### src/common/mac_rx_pkg.sv
`default_nettype none

package mac_rx_pkg;

	// --------------------
	// byte stream
	// --------------------

	// one received byte plus its frame markers
	typedef struct packed {
		// first byte after the sfd
		logic       sop;
		// last byte of the frame
		logic       eop;
		// frame error, only valid with eop
		logic       err;
		logic [7:0] data;
	} mac_byte_t;

	// fifo word width for the byte stream
	localparam int MAC_BYTE_W = $bits(mac_byte_t);

	// --------------------
	// ethernet constants
	// --------------------

	// 7x 0x55 then 0xd5, as seen in a right-shifting dibit register
	// with the newest dibit entering at the msb end
	localparam logic [63:0] PREAMBLE_SFD = 64'hd555_5555_5555_5555;

	// crc-32, lsb-first form of 0x04c11db7
	localparam logic [31:0] CRC32_POLY_REFL = 32'hedb8_8320;

	// start value
	localparam logic [31:0] CRC32_INIT = 32'hffff_ffff;

	// register value after data plus a good fcs, no final inversion
	localparam logic [31:0] CRC32_RESIDUE = 32'hdebb_20e3;

endpackage

`default_nettype wire

### src/mac_rx/mac_rx_crc32.sv
`timescale 1ns/1ps
`default_nettype none

module mac_rx_crc32
	import mac_rx_pkg::*;
(
	input  wire        i_clk,
	input  wire        i_rst_n,
	input  wire        i_byte_vld,
	input  wire        mac_byte_t i_byte,
	output logic       o_verdict_vld,
	output logic       o_crc_ok
);

	logic [31:0] r_crc;
	logic [31:0] w_crc_base;
	logic [31:0] w_crc_nxt;

	// bytewise update, lsb first
	function automatic logic [31:0] crc_byte(input logic [31:0] crc, input logic [7:0] dat);
		logic [31:0] c;
		c = crc ^ {24'd0, dat};
		for (int i = 0; i < 8; i++) begin
			if (c[0]) begin
				c = (c >> 1) ^ CRC32_POLY_REFL;
			end else begin
				c = c >> 1;
			end
		end
		return c;
	endfunction

	// sop restarts from the init value in the same step
	assign w_crc_base = i_byte.sop ? CRC32_INIT : r_crc;
	assign w_crc_nxt  = crc_byte(w_crc_base, i_byte.data);

	always_ff @(posedge i_clk) begin
		if (!i_rst_n) begin
			r_crc <= CRC32_INIT;
		end else if (i_byte_vld) begin
			r_crc <= w_crc_nxt;
		end
	end

	// --------------------
	// verdict
	// --------------------

	always_ff @(posedge i_clk) begin
		if (!i_rst_n) begin
			o_verdict_vld <= 1'b0;
			o_crc_ok      <= 1'b0;
		end else begin
			o_verdict_vld <= i_byte_vld && i_byte.eop;
			// fcs included, so a good frame lands on the residue
			if (i_byte_vld && i_byte.eop) begin
				o_crc_ok <= (w_crc_nxt == CRC32_RESIDUE);
			end
		end
	end

endmodule

`default_nettype wire

### config.mk
export PLATFORM = sky130hd
export DESIGN_NAME = mac_rx_crc32
export DESIGN_NICKNAME = d
export VERILOG_FILES = /design/src/common/mac_rx_pkg.sv /design/src/mac_rx/mac_rx_crc32.sv
export SDC_FILE = /design/constraint.sdc
export NUM_CORES = 1
export LEC_CHECK = 0
export BUFFER_PORTS_ARGS = -buffer_cell sky130_fd_sc_hd__buf_2
export CAP_MARGIN = 5
export CORE_MARGIN = 5
export CORE_UTILIZATION = 40
export DETAILED_ROUTE_END_ITERATION = 6
export PLACE_DENSITY = 0.56
export SLEW_MARGIN = 30
export SYNTH_ARGS = -nofsm -noshare
export SYNTH_HDL_FRONTEND = slang
export SYNTH_SLANG_ARGS = --single-unit
### constraint.sdc
create_clock -name i_clk -period 2.38 [get_ports i_clk]
set_input_delay 0.119 -clock i_clk [delete_from_list [all_inputs] [get_ports i_clk]]
set_output_delay 0.119 -clock i_clk [all_outputs]
set_load 0.005 [all_outputs]
==> results.yml <==
run_status:
  status: "complete, no violations"
clock_tree:
  tritoncts: "yes"
  cts_root_buf: "clkbuf_8"
  clk_pin_slew_ns: 0.07
  htreeDepth: 2
  clock_latency_ns: 0.29
  cts_sinks: 34
  numCtsBuffers: 5
  postCtsSetupBuffers: 0
  ctsLongestPathBuffers: 2
  cts_hold_buf: 0
floorplan:
  placementRows: 31
  die_x_um: 96.2
  start_util: 0.410
  dieArea_sq_mm: 0.00926
  core_sq_mm: 0.00725
  pin_count: 16
  die_height_um: 96.2
logic_synthesis:
  netlist_instances: 357
  async_flop_share: 0
  yosys.area_share.simple: 0.203
  synth_seq_cells: 34
  yosys.area.top_type: "dfxtp_1"
  synth_fa_ha_area_frac: 0.00421
  synthMuxAreaShare: 0.0202
  synth_compound_area_frac: 0.148
  synth_top_cell_area_share: 0.229
  synth_ff_type: "dfxtp_1"
  syn-mean-instance-area_sq_um: 8.33
  seq_area_frac_synth: 0.229
  synth_edf_count: 0
  yosys_warnings: 0
  synth.top_cells.by_area: "dfxtp_1 23%, xnor2_1 16%, xnor3_1 9.1%"
  syn_area_sq_mm: 0.00297
  synth_top_family_by_area: "XOR/XNOR gates"
  syn_nets: 372
  ys_types: 55
  synthXorXnorAreaFrac: 0.340
grt:
  grtUsageTotal: 0.184
  first_global_vias: 2418
  grt_pass1_wl_mm: 12.8
  grt_max_degree: 43
  antenna_found_initial: 0
  grt-ovfl-total: 0
timing:
  tns_ns: 0
  timing.hold.ws_ns: 0.104
  relSlewSlack: 0.640
  setup_viol: 0
  fin_crit_sh: 0.944
  fin_skew_ns: 0.0146
  max_freq_ghz: 0.445
  rsz0062_at_grt: "yes"
  tightestPinTransition_ns: 0.536
  min_period_ns: 2.25
  finalHoldViolations: 0
  setup_ws_ns: 0.134
  slew_violations: 0
critical_path:
  r2r_slack_ns: 0.13
  r2r-start: "r_crc[4]"
  critPathCaptureType: "flop"
  cp_slowest_cell: "dfxtp_2"
  cp_max_fo: 6
  path_buf_inv: 1
  max_stage_delay_ns: 0.36
  rr_worst_depth: 8
  crit_cells: 8
  crit_start: "r_crc[4]"
  cp_cell_sequence: "buf_12 -> xnor2_1 -> or3_1 -> a211o_1 -> a21o_1 -> nor4bb_2 -> o2111ai_1 -> o31ai_1"
  worstSetupEndpoint: "o_crc_ok"
  arrival_ns: 2.44
  startpoint_type: "flop"
  crit_family: "compound AO/OA/AOI/OAI gates"
  crit_required_ns: 2.58
  critPathKind: "flop to flop"
  r2r_end: "o_crc_ok"
finish:
  area_growth_pct: 13.3
  final_util: 0.465
  layout.nets: 391
  final_common_cell: "xnor2_1"
  diodes: 0
  mostFrequentLayoutCells: "54 x xnor2_1, 49 x nor2_1, 35 x nand2_1, 31 x o21ai_0, 29 x dfxtp_1"
  layout-drive-gt1-share: 0.203
power:
  power_leakage_uw: 0.00142
  power.density_mw_per_mm2: 792
  ir_worst_vdd_uv: 373
placement:
  dp_hpwl_mm: 6.01
  io_buffer_count: 14
  routabilityCongestion: 0.879
  place_ws_ns: 0.00792
route:
  avgRoutedWirePerCell_um: 16.5
  antenna_left: 0
  drc: 0
  drt_iter0_drc: 115
  num_vias: 2439
  viasPerCell: 5.15
  drt_wl_total_mm: 7.81
  dr.pass1.iters: 4
hold_path:
  hold_class: "input port to flop"
run:
  maxCapViolations: 0
[power by group]
part / internal, uW / total [uW] / switching (uW)
Combinational: 748 / 1480 / 729
Sequential: 669 / 750 / 81.7
Clock: 224 / 443 / 219
Total: 1640 / 2670 / 1030
[cells by family after synthesis]
kind of cell             after synthesis
multiplexers                           6
AND/OR/NAND/NOR                      129
adder cells (fa/ha/maj)                1
XOR/XNOR                              86
flip-flops                            34
buffers and inverters                 34
AO/OA/AOI/OAI                         67
[worst reg2reg max path, delay by kind of cell, from the launching register on]
family | cells | cell delay, ns
XOR/XNOR | 1 | 0.12
AND/OR/NAND/NOR | 2 | 0.61
AO/OA/AOI/OAI | 4 | 0.93
buffers and inverters | 1 | 0.14
flip-flops | 1 | 0.36
[Yosys cell counts (3+ instances only)]
library cell	instances
xnor2_1	55
nor2_1	50
nand2_1	36
dfxtp_1	34
o21ai_0	31
buf_2	12
nor3_1	12
xnor3_1	12
xor2_1	12
clkbuf_1	10
o21a_1	8
buf_4	6
mux2i_1	6
a211o_1	5
nand3_1	5
or3_1	5
a211oi_1	4
o211a_1	3
o211ai_1	3
[state kept, by name, indices dropped and copies added, names as in the netlist]
signal and flops:
o_verdict_vld 1, o_crc_ok 1, r_crc 32
[per-layer routing]
metal	wire length, um	track usage
met4	104	0.0462
met3	165	0.0242
met2	3600	0.295
met1	3940	0.258
met5	0	0
[worst min-delay path by stage]
stage / depth (start not counted) / endpoint / start
floorplan: 1 / o_verdict_vld / i_byte[9]
global placement: 2 / o_verdict_vld / i_byte[9]
detailed placement: 2 / o_verdict_vld / i_byte[9]
CTS: 2 / o_verdict_vld / i_byte[9]
global route: 2 / o_verdict_vld / i_byte[9]
finish: 2 / o_verdict_vld / i_byte[9]
[per-stage QoR]
stage	power, uW	cells	cell area (sq um)
6_report	2670	474	3370
5_1_grt	2840	474	3370
4_1_cts	2650	474	3330
3_5_place_dp	2200	468	3240
3_3_place_gp	2200	468	3240
2_1_floorplan	1860	357	2970
[final cells by class]
class	instances	area (sq um)
fill	736	3880
multi-input combinational	289	2170
sequential	34	687
timing repair buffer	43	300
tap	99	124
clock buffer	6	82.6
inverter	3	11.3
[repair_timing]
| action | in CTS | in global routing |
|---|---|---|
| endpoints found under the setup margin | 1 | 1 |
| hold endpoints to repair | 0 | 0 |
| gates resized for setup | 1 | 13 |
No activity file was read; power rests on OpenSTA's default activity.
