===== src/common/mac_rx_pkg.sv =====
`default_nettype none

package mac_rx_pkg;

	// --------------------
	// byte stream
	// --------------------

	// one received byte plus its frame markers
	typedef struct packed {
		// first byte after the sfd
		logic       sop;
		// last byte of the frame
		logic       eop;
		// frame error, only valid with eop
		logic       err;
		logic [7:0] data;
	} mac_byte_t;

	// fifo word width for the byte stream
	localparam int MAC_BYTE_W = $bits(mac_byte_t);

	// --------------------
	// ethernet constants
	// --------------------

	// 7x 0x55 then 0xd5, as seen in a right-shifting dibit register
	// with the newest dibit entering at the msb end
	localparam logic [63:0] PREAMBLE_SFD = 64'hd555_5555_5555_5555;

	// crc-32, lsb-first form of 0x04c11db7
	localparam logic [31:0] CRC32_POLY_REFL = 32'hedb8_8320;

	// start value
	localparam logic [31:0] CRC32_INIT = 32'hffff_ffff;

	// register value after data plus a good fcs, no final inversion
	localparam logic [31:0] CRC32_RESIDUE = 32'hdebb_20e3;

endpackage

`default_nettype wire


===== src/mac_rx/mac_rx_frame_gate.sv =====
`timescale 1ns/1ps
`default_nettype none

module mac_rx_frame_gate
	import mac_rx_pkg::*;
#(
	// power of two
	parameter int VERDICT_DEPTH = 4
) (
	input  wire        i_clk,
	input  wire        i_rst_n,
	input  wire        i_byte_vld,
	input  wire        i_frame_err,
	input  wire        i_verdict_vld,
	input  wire        i_crc_ok,
	input  wire        mac_byte_t i_fifo_data,
	input  wire        i_fifo_empty,
	output logic       o_fifo_rd,
	output logic       o_rx_vld,
	output logic       o_rx_sop,
	output logic       o_rx_eop,
	output logic [7:0] o_rx_dat,
	output logic       o_frame_drop
);

	localparam int QW = $clog2(VERDICT_DEPTH);

	typedef enum logic {
		ST_IDLE,
		ST_DRAIN
	} gate_state_t;

	gate_state_t r_state;

	// keep bits in frame order
	logic [VERDICT_DEPTH-1:0] r_vq;
	logic [QW-1:0]            r_vq_wr;
	logic [QW-1:0]            r_vq_rd;
	logic [QW:0]              r_vq_cnt;

	logic                     r_frame_err;
	logic                     r_keep;
	logic                     r_rd_d;
	logic                     w_start;
	logic                     w_eop_seen;

	// --------------------
	// verdict queue
	// --------------------

	// err only ever set on the eop byte, verdict follows one cycle later
	always_ff @(posedge i_clk) begin
		if (!i_rst_n) begin
			r_frame_err <= 1'b0;
		end else if (i_byte_vld) begin
			r_frame_err <= i_frame_err;
		end
	end

	always_ff @(posedge i_clk) begin
		if (i_verdict_vld) begin
			r_vq[r_vq_wr] <= i_crc_ok && !r_frame_err;
		end
	end

	always_ff @(posedge i_clk) begin
		if (!i_rst_n) begin
			r_vq_wr  <= '0;
			r_vq_rd  <= '0;
			r_vq_cnt <= '0;
		end else begin
			if (i_verdict_vld) begin
				r_vq_wr <= r_vq_wr + QW'(1);
			end
			if (w_start) begin
				r_vq_rd <= r_vq_rd + QW'(1);
			end
			r_vq_cnt <= r_vq_cnt + (QW + 1)'(i_verdict_vld) - (QW + 1)'(w_start);
		end
	end

	// --------------------
	// drain fsm
	// --------------------

	// whole frame is in the fifo once its verdict is queued
	assign w_start    = (r_state == ST_IDLE) && (r_vq_cnt != '0) && !i_fifo_empty;
	assign w_eop_seen = r_rd_d && i_fifo_data.eop;

	// stop reading as soon as the eop entry shows up
	always_comb begin
		o_fifo_rd = 1'b0;
		if (w_start) begin
			o_fifo_rd = 1'b1;
		end else if (r_state == ST_DRAIN) begin
			o_fifo_rd = !i_fifo_empty && !w_eop_seen;
		end
	end

	always_ff @(posedge i_clk) begin
		if (!i_rst_n) begin
			r_state <= ST_IDLE;
			r_keep  <= 1'b0;
			r_rd_d  <= 1'b0;
		end else begin
			r_rd_d <= o_fifo_rd;
			if (w_start) begin
				r_state <= ST_DRAIN;
				r_keep  <= r_vq[r_vq_rd];
			end else if ((r_state == ST_DRAIN) && w_eop_seen) begin
				r_state <= ST_IDLE;
			end
		end
	end

	// --------------------
	// output
	// --------------------

	// two cycles after the read
	always_ff @(posedge i_clk) begin
		if (!i_rst_n) begin
			o_rx_vld     <= 1'b0;
			o_rx_sop     <= 1'b0;
			o_rx_eop     <= 1'b0;
			o_frame_drop <= 1'b0;
		end else begin
			o_rx_vld     <= r_rd_d && r_keep;
			o_rx_sop     <= r_rd_d && r_keep && i_fifo_data.sop;
			o_rx_eop     <= r_rd_d && r_keep && i_fifo_data.eop;
			o_frame_drop <= r_rd_d && !r_keep && i_fifo_data.eop;
		end
	end

	always_ff @(posedge i_clk) begin
		if (r_rd_d) begin
			o_rx_dat <= i_fifo_data.data;
		end
	end

endmodule

`default_nettype wire


===== config.mk =====
export PLATFORM = sky130hd
export DESIGN_NAME = mac_rx_frame_gate
export DESIGN_NICKNAME = d
export VERILOG_FILES = /design/src/common/mac_rx_pkg.sv /design/src/mac_rx/mac_rx_frame_gate.sv
export SDC_FILE = /design/constraint.sdc
export NUM_CORES = 1
export LEC_CHECK = 0
export BUFFER_PORTS_ARGS = -buffer_cell sky130_fd_sc_hd__buf_2
export CAP_MARGIN = 20
export CORE_MARGIN = 2
export CORE_UTILIZATION = 53
export CTS_CLUSTER_SIZE = 10
export DETAILED_ROUTE_END_ITERATION = 8
export GPL_ROUTABILITY_DRIVEN = 0
export GPL_TIMING_DRIVEN = 0
export PLACE_DENSITY = 0.82
export SLEW_MARGIN = 20
export SYNTH_ARGS = -nofsm -noshare
export SYNTH_HDL_FRONTEND = slang
export SYNTH_SLANG_ARGS = --single-unit

===== constraint.sdc =====
create_clock -name i_clk -period 6.6 [get_ports i_clk]
set_clock_uncertainty 0.15 [all_clocks]
set_input_delay 1.32 -clock i_clk [delete_from_list [all_inputs] [get_ports i_clk]]
set_output_delay 1.32 -clock i_clk [all_outputs]
set_load 0.1 [all_outputs]

==> flow_metrics.py <==
metrics = {
    "yosys": {
        "synthDistinctLibCells": 28,
        "syn_area_um2": 1050,
        "synth_cells": 80,
        "synth_area_per_cell_um2": 13.2,
        "syn_nets": 105,
        "ys_seq_area_frac": 0.627,
        "ys_ff_latch": 27,
        "yosysWarnings": 0,
    },
    "clock_tree": {
        "postCtsSetupBuffers": 0,
        "cts.sinks": 27,
        "cts_max_path_buffers": 2,
        "cts_buffers": 3,
        "clock_latency_ps": 310,
        "cts_tree": "done",
        "cts_hold_buffers": 0,
        "cts_max_level": 1,
        "cts_repair_resize_count": 0,
        "clk_pin_slew_ps": 130,
        "root_buffer": "clkbuf_4",
    },
    "cells_and_area": {
        "layout_commonest_cell": "buf_2",
        "layout_common_cells": "29 x buf_2, 15 x dfxtp_1, 12 x edfxtp_1",
        "diodes": 0,
        "area_growth_pct": 19.5,
        "drive_gt1_frac": 0.292,
        "fin_cells": 140,
        "num-nets-final": 139,
    },
    "die": {
        "num_rows": 16,
        "core-area_um2": 1920,
        "die_h_um": 48.6,
        "initial_core_util": 0.548,
        "io_pins": 31,
        "design.die.area_um2": 2360,
        "die_w_um": 48.6,
    },
    "placement": {
        "place_hpwl_mm": 1.30,
        "portBuffers": 29,
        "dp_slack_ps": 2900,
        "placed_cells": 136,
    },
    "setup_path": {
        "crit_arrival_ps": 2230,
        "cp_cell_sequence": "buf_2, a311oi_1, buf_2",
        "cp_common_cell": "buf_2",
        "r2r_slack_ps": 4070,
        "r2r_start": "r_vq_cnt[1]$_SDFF_PN0_",
        "required_ps": 5130,
        "worstSetupEndpointType": "primary output",
        "path_max_fanout": 4,
        "cp_slowest_stage_delay_ps": 480,
        "cp-start-kind": "primary input",
        "cp_slowest_cell": "buf_2",
        "startpoint": "i_fifo_data[9]",
        "worstSetupPathType": "in -> out",
    },
    "route": {
        "drt-wirelength-per-cell_um": 12.1,
        "ant_nets": 0,
        "first_pass_iters": 5,
        "vias_per_cell": 5.09,
        "wl_mm": 1.69,
        "drt-initial-drc-count": 15,
        "via_count": 713,
        "drc": 0,
    },
    "global_routing": {
        "grt_pass1_wl_mm": 2.94,
        "grt_overflow": 0,
        "grt_max_degree": 15,
        "grt_pass1_vias": 738,
        "grt_usage": 0.166,
        "antenna_found_initial": 0,
    },
    "sta": {
        "hold_viol": 0,
        "min_period_ps": 3700,
        "finalSetupViolCount": 0,
        "slew_viol_final": 0,
        "max_freq_mhz": 270,
        "timing.final.ws_setup_ps": 2900,
        "worst_slew_pin_slew_ps": 527,
        "rsz0062_at_grt": "false",
        "fin_setup_tns_ps": 0,
        "whs_ps": 337,
        "relSlewSlack": 0.646,
        "fin_crit_sh": 0.560,
    },
    "power": {
        "peakVddDrop_mv": 0.173,
        "powerDensity_nw_per_um2": 355,
        "power_mw": 0.447,
        "power_leakage_nw": 0.550,
    },
    "run": {
        "cap_violations": 0,
    },
    "worst_hold_path": {
        "hp-start": "r_keep$_SDFFE_PN0P_",
        "worstHoldPathType": "reg -> reg",
    },
    "run_status": {
        "status": "complete, no violations",
    },
}
[critical path: cells and delay by family]
| family | cells | cell delay, ps |
|---|---|---|
| AOI/OAI and AO/OA | 1 | 300 |
| buffers and inverters | 2 | 600 |
[area by class of cell]
class,instances,area [um2]
fillers,161,663
flip-flops and latches,27,661
multi-input cells,46,367
well taps,27,33.8
repair buffers,29,145
clock buffers,4,26.3
inverters,7,26.3
[flip-flops by register name, summed over array words and instances, names as in the netlist]
register / cells
r_frame_err: 1
r_keep: 1
r_vq_wr: 2
r_rd_d: 1
o_frame_drop: 1
o_rx_vld: 1
o_rx_eop: 1
r_vq_rd: 2
r_vq: 4
r_state: 1
o_rx_sop: 1
o_rx_dat: 8
r_vq_cnt: 3
[worst paths after layout]
kind | endpoint | depth (start not counted)
worst max-delay path | o_fifo_rd | 3
worst min-delay path | r_keep$_SDFFE_PN0P_ | 2
worst max register to register | r_vq_cnt[2]$_SDFF_PN0_ | 10
worst min register to register | r_keep$_SDFFE_PN0P_ | 2
[stage by stage]
stage / util / cell area [um2]
4_1_cts: 0.655 / 1260
3_3_place_gp: 0.641 / 1230
3_5_place_dp: 0.641 / 1230
2_1_floorplan: - / 1050
5_1_grt: 0.655 / 1260
6_report: 0.655 / 1260
[routing by layer]
| layer | GRT usage | part of all wire | vias to the layer above | wire length [um] |
|---|---|---|---|---|
| met4 | 0.0857 | 0.011 | 0 | 19 |
| met5 | 0 | 0 | - | 0 |
| met1 | 0.167 | 0.39 | 336 | 660 |
| li1 | - | - | 348 | - |
| met3 | 0.0401 | 0.067 | 4 | 114 |
| met2 | 0.315 | 0.53 | 25 | 895 |
[power by group]
part	total (mW)	internal (mW)	leakage [nW]	switching (mW)
combinational	0.154	0.0459	0.301	0.109
clock	0.0678	0.0236	0.0150	0.0442
sequential	0.225	0.202	0.234	0.0229
[Yosys cell counts (all sizes together)]
master	instances	area share
nor2b	1	0.0059
ha	6	0.071
a311oi	1	0.0083
and4b	1	0.0095
and2	9	0.053
xor2	1	0.0083
nor2	6	0.021
mux2i	2	0.019
xnor2	1	0.0083
nor4	1	0.0059
nand4b	1	0.0083
a21oi	2	0.0095
a21boi	1	0.0071
nand2	1	0.0036
and3	1	0.0059
or4b	1	0.0095
dfxtp	15	0.29
o21ai	1	0.0047
mux4	1	0.025
o21a	1	0.0071
inv	7	0.025
or4	1	0.0071
o41ai	1	0.0083
o31ai	1	0.0071
nor3	3	0.014
edfxtp	12	0.34
fa	1	0.019
[cell families (layout without fill, tap and decap cells)]
family	after synthesis	after routing	synth area share
AO/OA/AOI/OAI	8	8	0.0523
flip-flops	27	27	0.627
AND/OR/NAND/NOR	26	26	0.145
multiplexers	3	3	0.0439
adder cells (fa/ha/maj)	7	7	0.0903
XOR/XNOR	2	2	0.0166
buffers and inverters	7	40	0.0249
Note: power is estimated with default switching activity, not from simulation.
