File: src/common/mac_rx_pkg.sv
`default_nettype none

package mac_rx_pkg;

	// --------------------
	// byte stream
	// --------------------

	// one received byte plus its frame markers
	typedef struct packed {
		// first byte after the sfd
		logic       sop;
		// last byte of the frame
		logic       eop;
		// frame error, only valid with eop
		logic       err;
		logic [7:0] data;
	} mac_byte_t;

	// fifo word width for the byte stream
	localparam int MAC_BYTE_W = $bits(mac_byte_t);

	// --------------------
	// ethernet constants
	// --------------------

	// 7x 0x55 then 0xd5, as seen in a right-shifting dibit register
	// with the newest dibit entering at the msb end
	localparam logic [63:0] PREAMBLE_SFD = 64'hd555_5555_5555_5555;

	// crc-32, lsb-first form of 0x04c11db7
	localparam logic [31:0] CRC32_POLY_REFL = 32'hedb8_8320;

	// start value
	localparam logic [31:0] CRC32_INIT = 32'hffff_ffff;

	// register value after data plus a good fcs, no final inversion
	localparam logic [31:0] CRC32_RESIDUE = 32'hdebb_20e3;

endpackage

`default_nettype wire

File: src/mac_rx/mac_rx_deframer.sv
`timescale 1ns/1ps
`default_nettype none

module mac_rx_deframer
	import mac_rx_pkg::*;
#(
	parameter int MAX_FRAME_BYTES = 1518
) (
	input  wire        i_clk,
	input  wire        i_rst_n,
	input  wire        i_rmii_rxvld,
	input  wire  [1:0] i_rmii_rxdata,
	output logic       o_byte_vld,
	output mac_byte_t  o_byte
);

	localparam int BCNT_W = $clog2(MAX_FRAME_BYTES + 1);

	// preamble search
	logic [63:0]       r_pre;
	logic [63:0]       w_pre_nxt;
	logic              w_sfd_hit;

	// frame state
	logic              r_in_frame;
	logic              r_skip;
	logic              r_first;
	logic [1:0]        r_dcnt;
	logic [5:0]        r_acc;
	logic [BCNT_W-1:0] r_bcnt;

	// one byte held back for eop marking
	logic              r_hold_sop;
	logic [7:0]        r_hold_data;
	logic              r_hold_vld;

	logic              w_at_limit;
	logic              w_byte_done;
	logic              w_close_fall;
	logic              w_close_over;
	logic              w_emit;

	// --------------------
	// preamble and sfd
	// --------------------

	// newest dibit enters at the top, low pair first
	assign w_pre_nxt = {i_rmii_rxdata, r_pre[63:2]};
	assign w_sfd_hit = i_rmii_rxvld && !r_in_frame && !r_skip && (w_pre_nxt == PREAMBLE_SFD);

	always_ff @(posedge i_clk) begin
		if (!i_rst_n) begin
			r_pre <= '0;
		end else if (!i_rmii_rxvld || w_sfd_hit) begin
			// restart the search on every burst and after a match
			r_pre <= '0;
		end else if (!r_in_frame && !r_skip) begin
			r_pre <= w_pre_nxt;
		end
	end

	// --------------------
	// byte packing
	// --------------------

	// byte count already at the limit, one more dibit means oversize
	assign w_at_limit   = (r_bcnt == BCNT_W'(MAX_FRAME_BYTES));
	assign w_byte_done  = r_in_frame && i_rmii_rxvld && !w_at_limit && (r_dcnt == 2'd3);
	assign w_close_fall = r_in_frame && !i_rmii_rxvld;
	assign w_close_over = r_in_frame && i_rmii_rxvld && w_at_limit;

	// held byte leaves when a newer one completes or the frame closes
	assign w_emit = r_hold_vld && (w_byte_done || w_close_fall || w_close_over);

	always_ff @(posedge i_clk) begin
		if (!i_rst_n) begin
			r_in_frame <= 1'b0;
			r_skip     <= 1'b0;
			r_first    <= 1'b0;
			r_dcnt     <= 2'd0;
			r_bcnt     <= '0;
			r_hold_vld <= 1'b0;
		end else if (w_sfd_hit) begin
			r_in_frame <= 1'b1;
			r_first    <= 1'b1;
			r_dcnt     <= 2'd0;
			r_bcnt     <= '0;
			r_hold_vld <= 1'b0;
		end else if (w_close_fall) begin
			r_in_frame <= 1'b0;
			r_hold_vld <= 1'b0;
		end else if (w_close_over) begin
			// rest of the burst is ignored
			r_in_frame <= 1'b0;
			r_skip     <= 1'b1;
			r_hold_vld <= 1'b0;
		end else if (r_in_frame) begin
			r_dcnt <= r_dcnt + 2'd1;
			if (w_byte_done) begin
				r_bcnt     <= r_bcnt + BCNT_W'(1);
				r_first    <= 1'b0;
				r_hold_vld <= 1'b1;
			end
		end else if (!i_rmii_rxvld) begin
			r_skip <= 1'b0;
		end
	end

	// dibits 0..2 of the current byte
	always_ff @(posedge i_clk) begin
		if (r_in_frame && i_rmii_rxvld) begin
			r_acc <= {i_rmii_rxdata, r_acc[5:2]};
		end
	end

	always_ff @(posedge i_clk) begin
		if (w_byte_done) begin
			r_hold_sop  <= r_first;
			r_hold_data <= {i_rmii_rxdata, r_acc};
		end
	end

	// --------------------
	// output
	// --------------------

	always_ff @(posedge i_clk) begin
		if (!i_rst_n) begin
			o_byte_vld <= 1'b0;
		end else begin
			o_byte_vld <= w_emit;
		end
	end

	always_ff @(posedge i_clk) begin
		if (w_emit) begin
			o_byte.sop  <= r_hold_sop;
			o_byte.data <= r_hold_data;
			o_byte.eop  <= w_close_fall || w_close_over;
			// leftover dibits at the fall, or too long
			o_byte.err  <= w_close_over || (w_close_fall && (r_dcnt != 2'd0));
		end
	end

endmodule

`default_nettype wire

File: config.mk
export PLATFORM = sky130hd
export DESIGN_NAME = mac_rx_deframer
export DESIGN_NICKNAME = d
export VERILOG_FILES = /design/src/common/mac_rx_pkg.sv /design/src/mac_rx/mac_rx_deframer.sv
export SDC_FILE = /design/constraint.sdc
export NUM_CORES = 1
export LEC_CHECK = 0
export ABC_AREA = 1
export BUFFER_PORTS_ARGS = -buffer_cell sky130_fd_sc_hd__buf_2
export CAP_MARGIN = 20
export CORE_UTILIZATION = 56
export DETAILED_ROUTE_END_ITERATION = 10
export PLACE_DENSITY = 0.82
export SETUP_SLACK_MARGIN = 0.05
export SYNTH_ARGS = -nofsm -noshare
export SYNTH_HDL_FRONTEND = slang
export SYNTH_SLANG_ARGS = --single-unit
File: constraint.sdc
create_clock -name i_clk -period 3.27 [get_ports i_clk]
set_input_delay 0.654 -clock i_clk [delete_from_list [all_inputs] [get_ports i_clk]]
set_output_delay 0.654 -clock i_clk [all_outputs]
set_load 0.02 [all_outputs]
==> key figures <==
Timing
  • Fmax: a little under 0.5 GHz
  • Setup violators final: 0
  • Min cycle time layout: 2.08 ns
  • Setup TNS: 0 ns
  • Final hold violations: 0
  • Least-Margin Pin Slew: between 1 and 1.5 ns
  • Slew HR: between 30% and 40%
  • Crit share post-route: a little under two thirds
  • Slew Viols, Final: 0
  • RSZ-0062 raised after global routing: no
  • Setup Skew: between 0.01 and 0.015 ns

Critical path
  • FF-to-FF setup slack: ~1.2 ns
  • Crit path buf inv count: 1
  • Critical Path Max Stage Delay: approximately 0.55 ns
  • R2R Path Start: r_bcnt[0]
  • Crit Reg-Reg Endpoint: o_byte[9]
  • Setup CP Type: flip-flop to flip-flop
  • Cell Chain, Critical Path: inv_1 -> ha_1 -> nand2_1 -> nor2_1 -> nand3_2 -> nand3_4 -> a21boi_2
  • Data arrival, critical path: approximately 2.1 ns
  • Crit. End Element: flip-flop
  • Critical-path top delay cell: a21boi_2
  • Worst path top cell family by delay: compound AO/OA/AOI/OAI gates
  • Reg2Reg Depth: 7
  • CP Data Required Time: 3.28 ns
  • Worst setup SP type: flip-flop
  • Crit path max fanout: 16

Yosys
  • YS warnings: 0
  • Synth cell count leaders: nor2_1 (100), dfxtp_1 (80), nand2_1 (65)
  • Synthesized instance count: about 460
  • Post-synth ARST share: 0%
  • Top-count cell post-synth: nor2_1
  • Synth top area cells: dfxtp_1 (37%), edfxtp_1 (18%), mux2i_1 (11%)
  • Post-synth EDFFs: 26
  • Seq/Total Area, Yosys: 54.5%
  • Synth area leader: dfxtp_1
  • Share of the synthesized area in the top cell type: a little over a third
  • FF+latch count, synth: ~110
  • Synthesized Nets: between 400 and 500
  • Synth Cell Area: ~4400 um^2
  • Cell variety after synth: 30
  • Ys flop type: dfxtp_1
  • Mapped Avg Cell Area: ~9.5 um^2

Floorplan
  • CORE AREA: ~7400 um^2
  • Row Count: 31
  • IO Pins: 17
  • Starting Density: 59.0%
  • Die W: roughly 90 um
  • Die H: approximately 90 um
  • DIE AREA: 8160 um^2

Route
  • DRC Markers: 0
  • Via count: around 2,900
  • Antenna-violating nets left: 0
  • Via/cell ratio: roughly 5.0
  • Final WL: ~6.6 mm
  • Avg WL per Cell: between 10 and 15 um
  • Drt pass-1 iters: 6
  • Initial DRC count: 119

Clock tree
  • Htree depth: 3
  • Inserted Clock Buffers: 9
  • Max clock buf depth: 2
  • Clk slew on worst S/H paths: approximately 0.10 ns
  • Clock Sinks: 106
  • Cts repair resizes: 0
  • Setup bufs post-CTS: 0
  • CTS Hold Bufs: 0
  • CTS tree: built
  • Clk_lat worst skew: roughly 0.37 ns
  • CTS root buffer: clkbuf_8

Cells and area
  • Share of cells above drive strength 1: a little over an eighth
  • Final nets: around 480
  • Fin area: 4620 um^2
  • Filler instances: a little over 600
  • Inserted Diodes: 0
  • Area Overhead vs Synth: 5.76%

GRT
  • Total GRT Usage: between 10% and 20%
  • Grt ovf: 0
  • Initial antenna violation count: 0
  • Largest net degree at the start of global routing: 75
  • First-pass GRT wire length: ~12 mm
  • Via count of the first global-routing pass: about 2,700

Job
  • Max-cap violation count: 0

Power and ir drop
  • P_leak: approximately 1.9 nW
  • Maximum VDD drop: ~0.00024 V
  • PD cells: 458 nW/um^2

Worst hold path
  • End of the worst hold path: o_byte[5]
  • Hold Startpoint: r_hold_data[5]
  • Min-Delay Path Class: flip-flop to flip-flop
  • Hold path depth: 0

Place
  • DP HPWL: 4.40 mm
  • GP Congestion: roughly 0.85
  • PortBufs: 16
  • Placed inst area: 4440 um^2

Run status
  • Outcome: finished, final reports clean
## sequential cells by signal (all words and copies together) (netlist names)
name	cells
o_byte	11
o_byte_vld	1
r_acc	6
r_bcnt	11
r_dcnt	2
r_first	1
r_hold_data	8
r_hold_sop	1
r_hold_vld	1
r_in_frame	1
r_pre	62
r_skip	1
## per-layer routing
layer / vias to the layer above / part of all wire (%) / wire length, um / global-route usage [%]
met1: 1323 / 48 / 3180 / 21.5
met4: 0 / 1.3 / 83 / 6.18
met3: 8 / 3.6 / 238 / 5.64
met5: - / 0 / 0 / 0
li1: 1496 / - / - / -
met2: 46 / 47 / 3120 / 29.5
## cells in the final DEF (no fill, tap or decap)
cell type / instances
nor2_1: 99
a21boi_0: 2
buf_4: 1
inv_1: 38
inv_2: 2
a21boi_2: 1
nor2_2: 21
xnor2_1: 3
nand2_2: 2
clkinvlp_4: 2
o211ai_1: 1
o21ai_0: 2
ha_1: 4
edfxtp_1: 26
o21ai_1: 2
and2_1: 1
inv_6: 5
buf_2: 16
nand3_4: 2
nor2_4: 1
nand3_1: 9
nor3_1: 8
xor2_1: 6
clkbuf_8: 9
nand2_1: 65
nand4_1: 2
mux2i_1: 50
a21oi_1: 16
nand3_2: 2
dfxtp_1: 80
## power by group
part | internal [mW] | total [mW] | switching (mW)
Clock | 0.290 | 0.750 | 0.459
Combinational | 0.00574 | 0.0285 | 0.0227
Sequential | 1.34 | 1.34 | 0.00115
Total | 1.63 | 2.12 | 0.483
## worst max-delay path by stage
stage | from | endpoint | slack, ns | depth (start not counted)
floorplan | i_rmii_rxvld | o_byte[0] | 1.49 | 4
finish | r_bcnt[0] | o_byte[9] | 1.19 | 7
global route | r_bcnt[0] | o_byte[9] | 1.02 | 7
global placement | i_rmii_rxvld | o_byte[6] | 1.01 | 5
CTS | r_bcnt[0] | o_byte[9] | 1.16 | 7
detailed placement | i_rmii_rxvld | o_byte[9] | 0.96 | 5
## area by class of cell
cell class | count | area (um^2) | area share (%)
clock buffers | 9 | 124 | 2.68
clock inverters | 7 | 58.8 | 1.27
inverters | 40 | 150 | 3.25
multi-input cells | 299 | 1690 | 36.6
flip-flops and latches | 106 | 2380 | 51.6
well taps | 99 | 124 | 2.68
repair buffers | 17 | 87.6 | 1.90
## logic make-up after synthesis
family / after synthesis / share of synthesized area [%]
DFF: 106 / 54.5
buffers and inverters: 56 / 6.87
xor gates and xnor gates: 9 / 1.80
adders and majority gates: 4 / 1.15
AOI/OAI and AO/OA: 24 / 3.07
muxes: 50 / 11.5
and+or+nand+nor: 212 / 21.1
## metrics by stage
step | worst slack, ns | hold slack (ns) | utilization [%] | instances | power (mW)
floorplan | 1.49 | 0.400 | - | 461 | 1.40
global placement | 1.01 | 0.401 | 59.9 | 561 | 1.40
detailed placement | 0.964 | 0.407 | 59.9 | 561 | 1.40
CTS | 1.16 | 0.429 | 62.4 | 577 | 2.14
global route | 1.02 | 0.426 | 62.4 | 577 | 2.19
finish | 1.19 | 0.427 | 62.4 | 577 | 2.12
Power figures use the tool's default switching activity.
