===== config.mk =====
export PLATFORM = sky130hd
export DESIGN_NAME = sync_fifo
export DESIGN_NICKNAME = d
export VERILOG_FILES = /design/src/design/sync_fifo.sv
export SDC_FILE = /design/constraint.sdc
export NUM_CORES = 1
export LEC_CHECK = 0
export ABC_AREA = 1
export BUFFER_PORTS_ARGS = -buffer_cell sky130_fd_sc_hd__buf_4
export CAP_MARGIN = 20
export CORE_UTILIZATION = 55
export CTS_CLUSTER_SIZE = 14
export DETAILED_ROUTE_END_ITERATION = 7
export PLACE_DENSITY = 0.72
export REMOVE_ABC_BUFFERS = 1
export SLEW_MARGIN = 20
export SYNTH_ARGS = -nofsm -noshare
export SYNTH_HDL_FRONTEND = slang
export SYNTH_SLANG_ARGS = --single-unit

===== constraint.sdc =====
create_clock -name i_clk -period 2.5 [get_ports i_clk]
set_input_delay 0.25 -clock i_clk [delete_from_list [all_inputs] [get_ports i_clk]]
set_output_delay 0.25 -clock i_clk [all_outputs]
set_load 0.005 [all_outputs]

===== src/design/sync_fifo.sv =====
`timescale 1ns/1ps
`default_nettype none

module sync_fifo #(
	parameter int WIDTH = 8,
	// power of two
	parameter int DEPTH = 16
) (
	input  wire              i_clk,
	input  wire              i_rst_n,
	input  wire              i_wr_en,
	input  wire  [WIDTH-1:0] i_wr_data,
	input  wire              i_rd_en,
	output logic [WIDTH-1:0] o_rd_data,
	output logic             o_empty,
	output logic             o_full
);

	localparam int AW = $clog2(DEPTH);

	logic [WIDTH-1:0] r_mem [DEPTH];

	// extra msb tells full from empty
	logic [AW:0]      r_wr_ptr;
	logic [AW:0]      r_rd_ptr;
	logic             w_wr_ok;
	logic             w_rd_ok;

	assign o_empty = (r_wr_ptr == r_rd_ptr);
	assign o_full  = (r_wr_ptr[AW] != r_rd_ptr[AW]) &&
	                 (r_wr_ptr[AW-1:0] == r_rd_ptr[AW-1:0]);

	assign w_wr_ok = i_wr_en && !o_full;
	assign w_rd_ok = i_rd_en && !o_empty;

	// --------------------
	// storage
	// --------------------

	always_ff @(posedge i_clk) begin
		if (w_wr_ok) begin
			r_mem[r_wr_ptr[AW-1:0]] <= i_wr_data;
		end
	end

	// data one cycle after the read
	always_ff @(posedge i_clk) begin
		if (w_rd_ok) begin
			o_rd_data <= r_mem[r_rd_ptr[AW-1:0]];
		end
	end

	// pointers
	always_ff @(posedge i_clk) begin
		if (!i_rst_n) begin
			r_wr_ptr <= '0;
			r_rd_ptr <= '0;
		end else begin
			if (w_wr_ok) begin
				r_wr_ptr <= r_wr_ptr + (AW + 1)'(1);
			end
			if (w_rd_ok) begin
				r_rd_ptr <= r_rd_ptr + (AW + 1)'(1);
			end
		end
	end

endmodule

`default_nettype wire


==> flow_summary.json, run 1 <==
{
  "clock_path_buffers": 2,
  "root_buffer": "clkbuf_8",
  "tightest_slew_ns": 0.4650,
  "cap_violations": 0,
  "ioPinCount": 22,
  "clk_pin_slew_ns": 0.06,
  "synth-seq-cells": 146,
  "power_mw": 6.016,
  "hold_viol": 0,
  "cp_max_fo": 13,
  "cts_max_level": 4,
  "ys.flop_type": "edfxtp_1",
  "leakage_nw": 2.550,
  "yosysSeqAreaShare_pct": 71.38,
  "p_int_mw": 4.638,
  "crit_required_ns": 2.25,
  "route.detailed.drc": 0,
  "holdCritPathClass": "primary input to flip-flop",
  "setup-violations-final": 0,
  "critPathCaptureType": "output pin",
  "fin_crit_sh_pct": 91.76,
  "synth_common_cells": "136 x edfxtp_1, 115 x nor2_1, 68 x o21ai_0, 67 x nand2_1, 23 x inv_1",
  "num_antenna_cells": 0,
  "slew_headroom_pct": 68.89,
  "drive_above_1_share_pct": 13.91,
  "layout.nets": 573,
  "synthArstFlopShare_pct": 0,
  "ant_nets": 0,
  "routabilityCongestion": 0.8709,
  "synth_edf_count": 136,
  "tns_ns": 0,
  "post_cts_buffers": 0,
  "vias": 4015,
  "nFillCells": 768,
  "grt_setup_unrepaired": "no",
  "ys_top_cells_by_area": "edfxtp_1 68%, nor2_1 7.2%, o21ai_0 5.7%, nand2_1 4.2%, dfxtp_1 3.3%",
  "die_h_microns": 106.5,
  "wirelength_mm": 13.16,
  "grt-ovfl-total": 0,
  "start_util_pct": 57.37,
  "clk_latency_ns": 0.53,
  "dp_hpwl_mm": 7.977,
  "start_kind": "flip-flop",
  "stdcell_count": 704,
  "cts_buffers": 17,
  "via_per_inst": 5.703,
  "dp_slack_ns": 0.5088,
  "fin_area_sq_um": 6992,
  "synth_cells": 518,
  "dr.pass1.iters": 5,
  "yosysMostFrequentCell": "edfxtp_1",
  "crit_arrival_ns": 2.04,
  "dp.cells": 672,
  "dieArea_sq_um": 11330,
  "finalHoldWorstSlack_ns": 0.03827,
  "setup_ws_ns": 0.2060,
  "fin_crit_ns": 2.294,
  "grt_pass1_wl_mm": 20.28,
  "clock-sinks": 146,
  "final_util_pct": 66.83,
  "place_area_sq_um": 6374,
  "ir_worst_vdd_mv": 0.4658,
  "clock_power_share_pct": 43.7,
  "netlist_area_sq_um": 6002,
  "detail_route.wl_per_cell_microns": 18.69,
  "grt_pass1_vias": 3857,
  "combPwrFrac_pct": 10.5,
  "fmax_mhz": 435.9,
  "placementRows": 37,
  "area_growth_pct": 16.49,
  "status": "finished, final reports clean",
  "pwr-share-seq_pct": 45.9,
  "syn_area_per_cell_sq_um": 11.59,
  "drtIter0Drc": 390,
  "p_switching_mw": 1.378,
  "yosys_warnings": 0,
  "criticalPathCategory": "flip-flop to output pin",
  "synth_top_area_share_pct": 68.04,
  "grt_use_total_pct": 24.91,
  "antenna_found_initial": 0,
  "grt_max_degree": 66,
  "die_x_microns": 106.5,
  "core_area_sq_um": 10460,
  "switching_share_pct": 22.90,
  "netlist-cell-type-count": 23,
  "cts_tree": "built",
  "synth_top_area_cell": "edfxtp_1",
  "io_buffers": 21,
  "power_density_nw_per_um2": 860.5,
  "maxSlewViolCount": 0,
  "skew_ns": 0.009375
}
## cell type report
class | count | area, sq um | area share (%)
clock inverters | 14 | 193.9 | 2.774
inverters | 27 | 101.3 | 1.450
flip-flops and latches | 146 | 4287 | 61.31
repair buffers | 43 | 337.8 | 4.832
clock buffers | 17 | 414.1 | 5.923
well taps | 136 | 170.2 | 2.434
multi-input cells | 321 | 1488 | 21.28
## sequential cells by signal (all words and copies together) (netlist names)
name,count
r_wr_ptr,5
r_mem,128
o_rd_data,8
r_rd_ptr,5
## cell usage in the layout (no fill, tap or decap)
master / instances
edfxtp_1: 136
nor2_1: 115
o21ai_0: 68
nand2_1: 67
buf_4: 41
inv_1: 22
nand3_1: 20
o211ai_1: 16
clkbuf_16: 16
a21oi_1: 10
o22ai_1: 8
dfxtp_1: 8
clkinv_1: 5
ha_1: 5
bufinv_16: 5
clkinv_2: 5
o21ai_1: 4
inv_2: 3
nor3_1: 3
nand3_2: 2
dfxtp_2: 2
nor2_2: 1
nor2_4: 1
xnor2_1: 1
clkbuf_8: 1
clkinvlp_4: 1
dlygate4sd3_1: 1
buf_12: 1
## power groups by stage
stage / Clock (mW) / Combinational [mW] / Sequential (mW)
CTS: 2.63 / 0.626 / 2.76
finish: 2.63 / 0.630 / 2.76
detailed placement: 0 / 0.619 / 2.81
global placement: 0 / 0.606 / 2.81
floorplan: 0 / 0.309 / 2.86
global route: 2.74 / 0.700 / 2.76
## final timing paths
check,start,cells after the start,slack (ns),to
worst max-delay path,r_rd_ptr[3],7,0.21,o_full
worst min-delay path,i_wr_en,3,0.04,r_wr_ptr[1]
worst max register to register,r_rd_ptr[1],10,0.45,r_mem[12][7]
worst min register to register,r_rd_ptr[4],2,0.54,r_rd_ptr[4]
## logic make-up (layout without fill, tap and decap cells)
kind of cell / count (synthesis) / after routing / share of synthesized area, %
adders and majority gates: 5 / 5 / 1.042
buffers and inverters: 51 / 101 / 3.836
DFF: 146 / 146 / 71.38
xor gates and xnor gates: 1 / 1 / 0.1460
AOI/OAI and AO/OA: 106 / 106 / 9.673
and+or+nand+nor: 209 / 209 / 13.93
## repair_timing
item / in CTS / in global routing
endpoints found under the hold margin: 1 / 0
gates resized for setup: 0 / 0
hold buffers: 1 / 0
## layer usage
layer | wire length, microns | GRT usage, % | vias up
met5 | 0 | 0 | -
met4 | 399 | 11.35 | 0
met3 | 1090 | 7.419 | 32
met2 | 5991 | 36.22 | 194
met1 | 5674 | 34.70 | 1897
li1 | - | - | 1892
## critical path: stages, from the launching register on
cell	delay, ns
dfxtp_1	0.42
inv_2	0.14
nand2_1	0.09
nand2_1	0.07
nor2_2	0.19
nand3_2	0.25
inv_1	0.21
buf_4	0.15
Power figures use the tool's default switching activity.
==> run 2, diff against run 1 <==
--- a/config.mk
+++ b/config.mk
@@ -11,7 +11,7 @@
 export CORE_UTILIZATION = 55
 export CTS_CLUSTER_SIZE = 14
 export DETAILED_ROUTE_END_ITERATION = 7
-export PLACE_DENSITY = 0.72
+export PLACE_DENSITY = 0.75
 export REMOVE_ABC_BUFFERS = 1
 export SLEW_MARGIN = 20
 export SYNTH_ARGS = -nofsm -noshare
==> constraint.sdc (replaced) <==
create_clock -name i_clk -period 2 [get_ports i_clk]
set_input_delay 0.2 -clock i_clk [delete_from_list [all_inputs] [get_ports i_clk]]
set_output_delay 0.2 -clock i_clk [all_outputs]
set_load 0.005 [all_outputs]
==> run 2 against run 1 <==
  * Wire length decreased by 0.21%
  * Critical endpoint is now o_empty
  * Count of clock-buffer cells in the layout rose by 2
  * Total power up 24%
  * Largest power group unchanged
  * Final area up 1.3%
  * Highest routed layer unchanged
==> flow_summary.json, run 2 (synthesis gave the netlist of run 1 again) <==
{
  "status": "finished, final reports clean",
  "dp.cells": 675,
  "hold_start": "i_wr_data[7]",
  "cp_max_fo": 11,
  "slew_headroom_pct": 65.19,
  "area_growth_pct": 18.01,
  "dp_hpwl_mm": 8.241,
  "cts_max_level": 4,
  "clk_latency_ns": 0.52,
  "dieArea_sq_um": 11330,
  "ir_worst_vdd_mv": 0.8077,
  "clk_pin_slew_ns": 0.06,
  "drtIter0Drc": 462,
  "finalHoldWorstSlack_ns": 0.05829,
  "grt_pass1_vias": 3930,
  "dp_slack_ns": 0.2354,
  "drive_above_1_share_pct": 16.17,
  "mostFrequentLayoutCells": "136 x edfxtp_1, 115 x nor2_1, 68 x o21ai_0",
  "critPathLaunch": "r_rd_ptr[2]",
  "io_buffers": 21,
  "start_util_pct": 57.37,
  "hold_viol": 0,
  "place_area_sq_um": 6409,
  "crit_slowest_cell": "dfxtp_4",
  "layout.nets": 579,
  "grt_use_total_pct": 25.09,
  "setup-violations-final": 0,
  "path_cells": "inv_4 -> nand2_1 -> nand2_1 -> nor2_2 -> nand3_2 -> buf_4 -> inv_1 -> buf_4",
  "critPathCaptureType": "output pin",
  "grt-ovfl-total": 0,
  "stdcell_count": 711,
  "ioPinCount": 22,
  "start_kind": "flip-flop",
  "root_buffer": "clkbuf_8",
  "core_area_sq_um": 10460,
  "dr.pass1.iters": 8,
  "fin_crit_sh_pct": 93.29,
  "critPathMaxStageDelay_ns": 0.39,
  "detail_route.wl_per_cell_microns": 18.46,
  "clock_path_buffers": 2,
  "maxSlewViolCount": 0,
  "grt_setup_unrepaired": "no",
  "largest_reg_flops": 128,
  "crit_arrival_ns": 1.67,
  "holdCritPathClass": "primary input to flip-flop",
  "nFillCells": 736,
  "ant_nets": 0,
  "final_common_cell": "edfxtp_1",
  "via_per_inst": 5.774,
  "fin_crit_ns": 1.866,
  "grt_max_degree": 65,
  "cap_violations": 0,
  "clock-sinks": 146,
  "criticalPathCategory": "flip-flop to output pin",
  "die_x_microns": 106.5,
  "placementRows": 37,
  "skew_ns": 0.006193,
  "reg2reg_from": "r_rd_ptr[3]",
  "tns_ns": 0,
  "fin_area_sq_um": 7083,
  "cts_tree": "built",
  "routabilityCongestion": 0.9203,
  "die_h_microns": 106.5,
  "power_density_nw_per_um2": 1054,
  "setup_ws_ns": 0.1342,
  "num_antenna_cells": 0,
  "grt_pass1_wl_mm": 20.47,
  "route.detailed.drc": 0,
  "cts_buffers": 17,
  "tightest_slew_ns": 0.5202,
  "crit_required_ns": 1.80,
  "antenna_found_initial": 0,
  "wirelength_mm": 13.13,
  "leakage_nw": 2.578,
  "fmax_mhz": 536.0,
  "vias": 4105
}
[run 2: cell type report]
class / instances / area (sq um) / area share [%]
sequential: 146 / 4309 / 60.84
clock inverter: 13 / 185.2 / 2.614
multi-input combinational: 321 / 1488 / 21.00
tap: 136 / 170.2 / 2.402
inverter: 27 / 105.1 / 1.484
timing repair buffer: 49 / 404.1 / 5.706
clock buffer: 19 / 421.7 / 5.953
[run 2: critical path: cells and delay by family, from the launching register on]
family | cells | cell delay (ns)
AND/OR/NAND/NOR | 4 | 0.36
flip-flops | 1 | 0.39
buffers and inverters | 4 | 0.41
[run 2: final timing paths]
kind / end / slack, ns / depth (start not counted)
setup / recovery: o_empty / 0.13 / 8
hold / removal: r_mem[9][7] / 0.06 / 1
setup reg to reg: r_mem[0][5] / 0.20 / 10
hold reg to reg: r_rd_ptr[3] / 0.54 / 2
[run 2: layer usage]
layer / GRT usage, % / wire [microns] / vias up
met1: 34.22 / 5387 / 1899
met3: 5.886 / 1372 / 34
met5: 0 / 0 / -
met2: 37.57 / 5988 / 261
li1: - / - / 1911
met4: 13.41 / 379 / 0
[run 2: through the flow]
stage / utilization (%) / total power [mW]
detailed placement: 61.25 / 4.323
global placement: 61.25 / 4.294
floorplan: - / 3.960
global route: 67.70 / 7.712
finish: 67.70 / 7.469
CTS: 67.48 / 7.496
[run 2: repair_timing]
| item | in CTS | in global routing |
|---|---|---|
| resized for setup | 9 | 7 |
| hold buffers | 3 | 0 |
| pin swaps | 0 | 2 |
| hold endpoints to repair | 10 | 0 |
| setup buffers | 0 | 1 |
| setup endpoints to repair | 2 | 2 |
[run 2: power breakdown]
group | internal, mW | switching [mW]
Clock | 2.03 | 1.17
Combinational | 0.277 | 0.546
Sequential | 3.42 | 0.0327
Total | 5.72 | 1.74
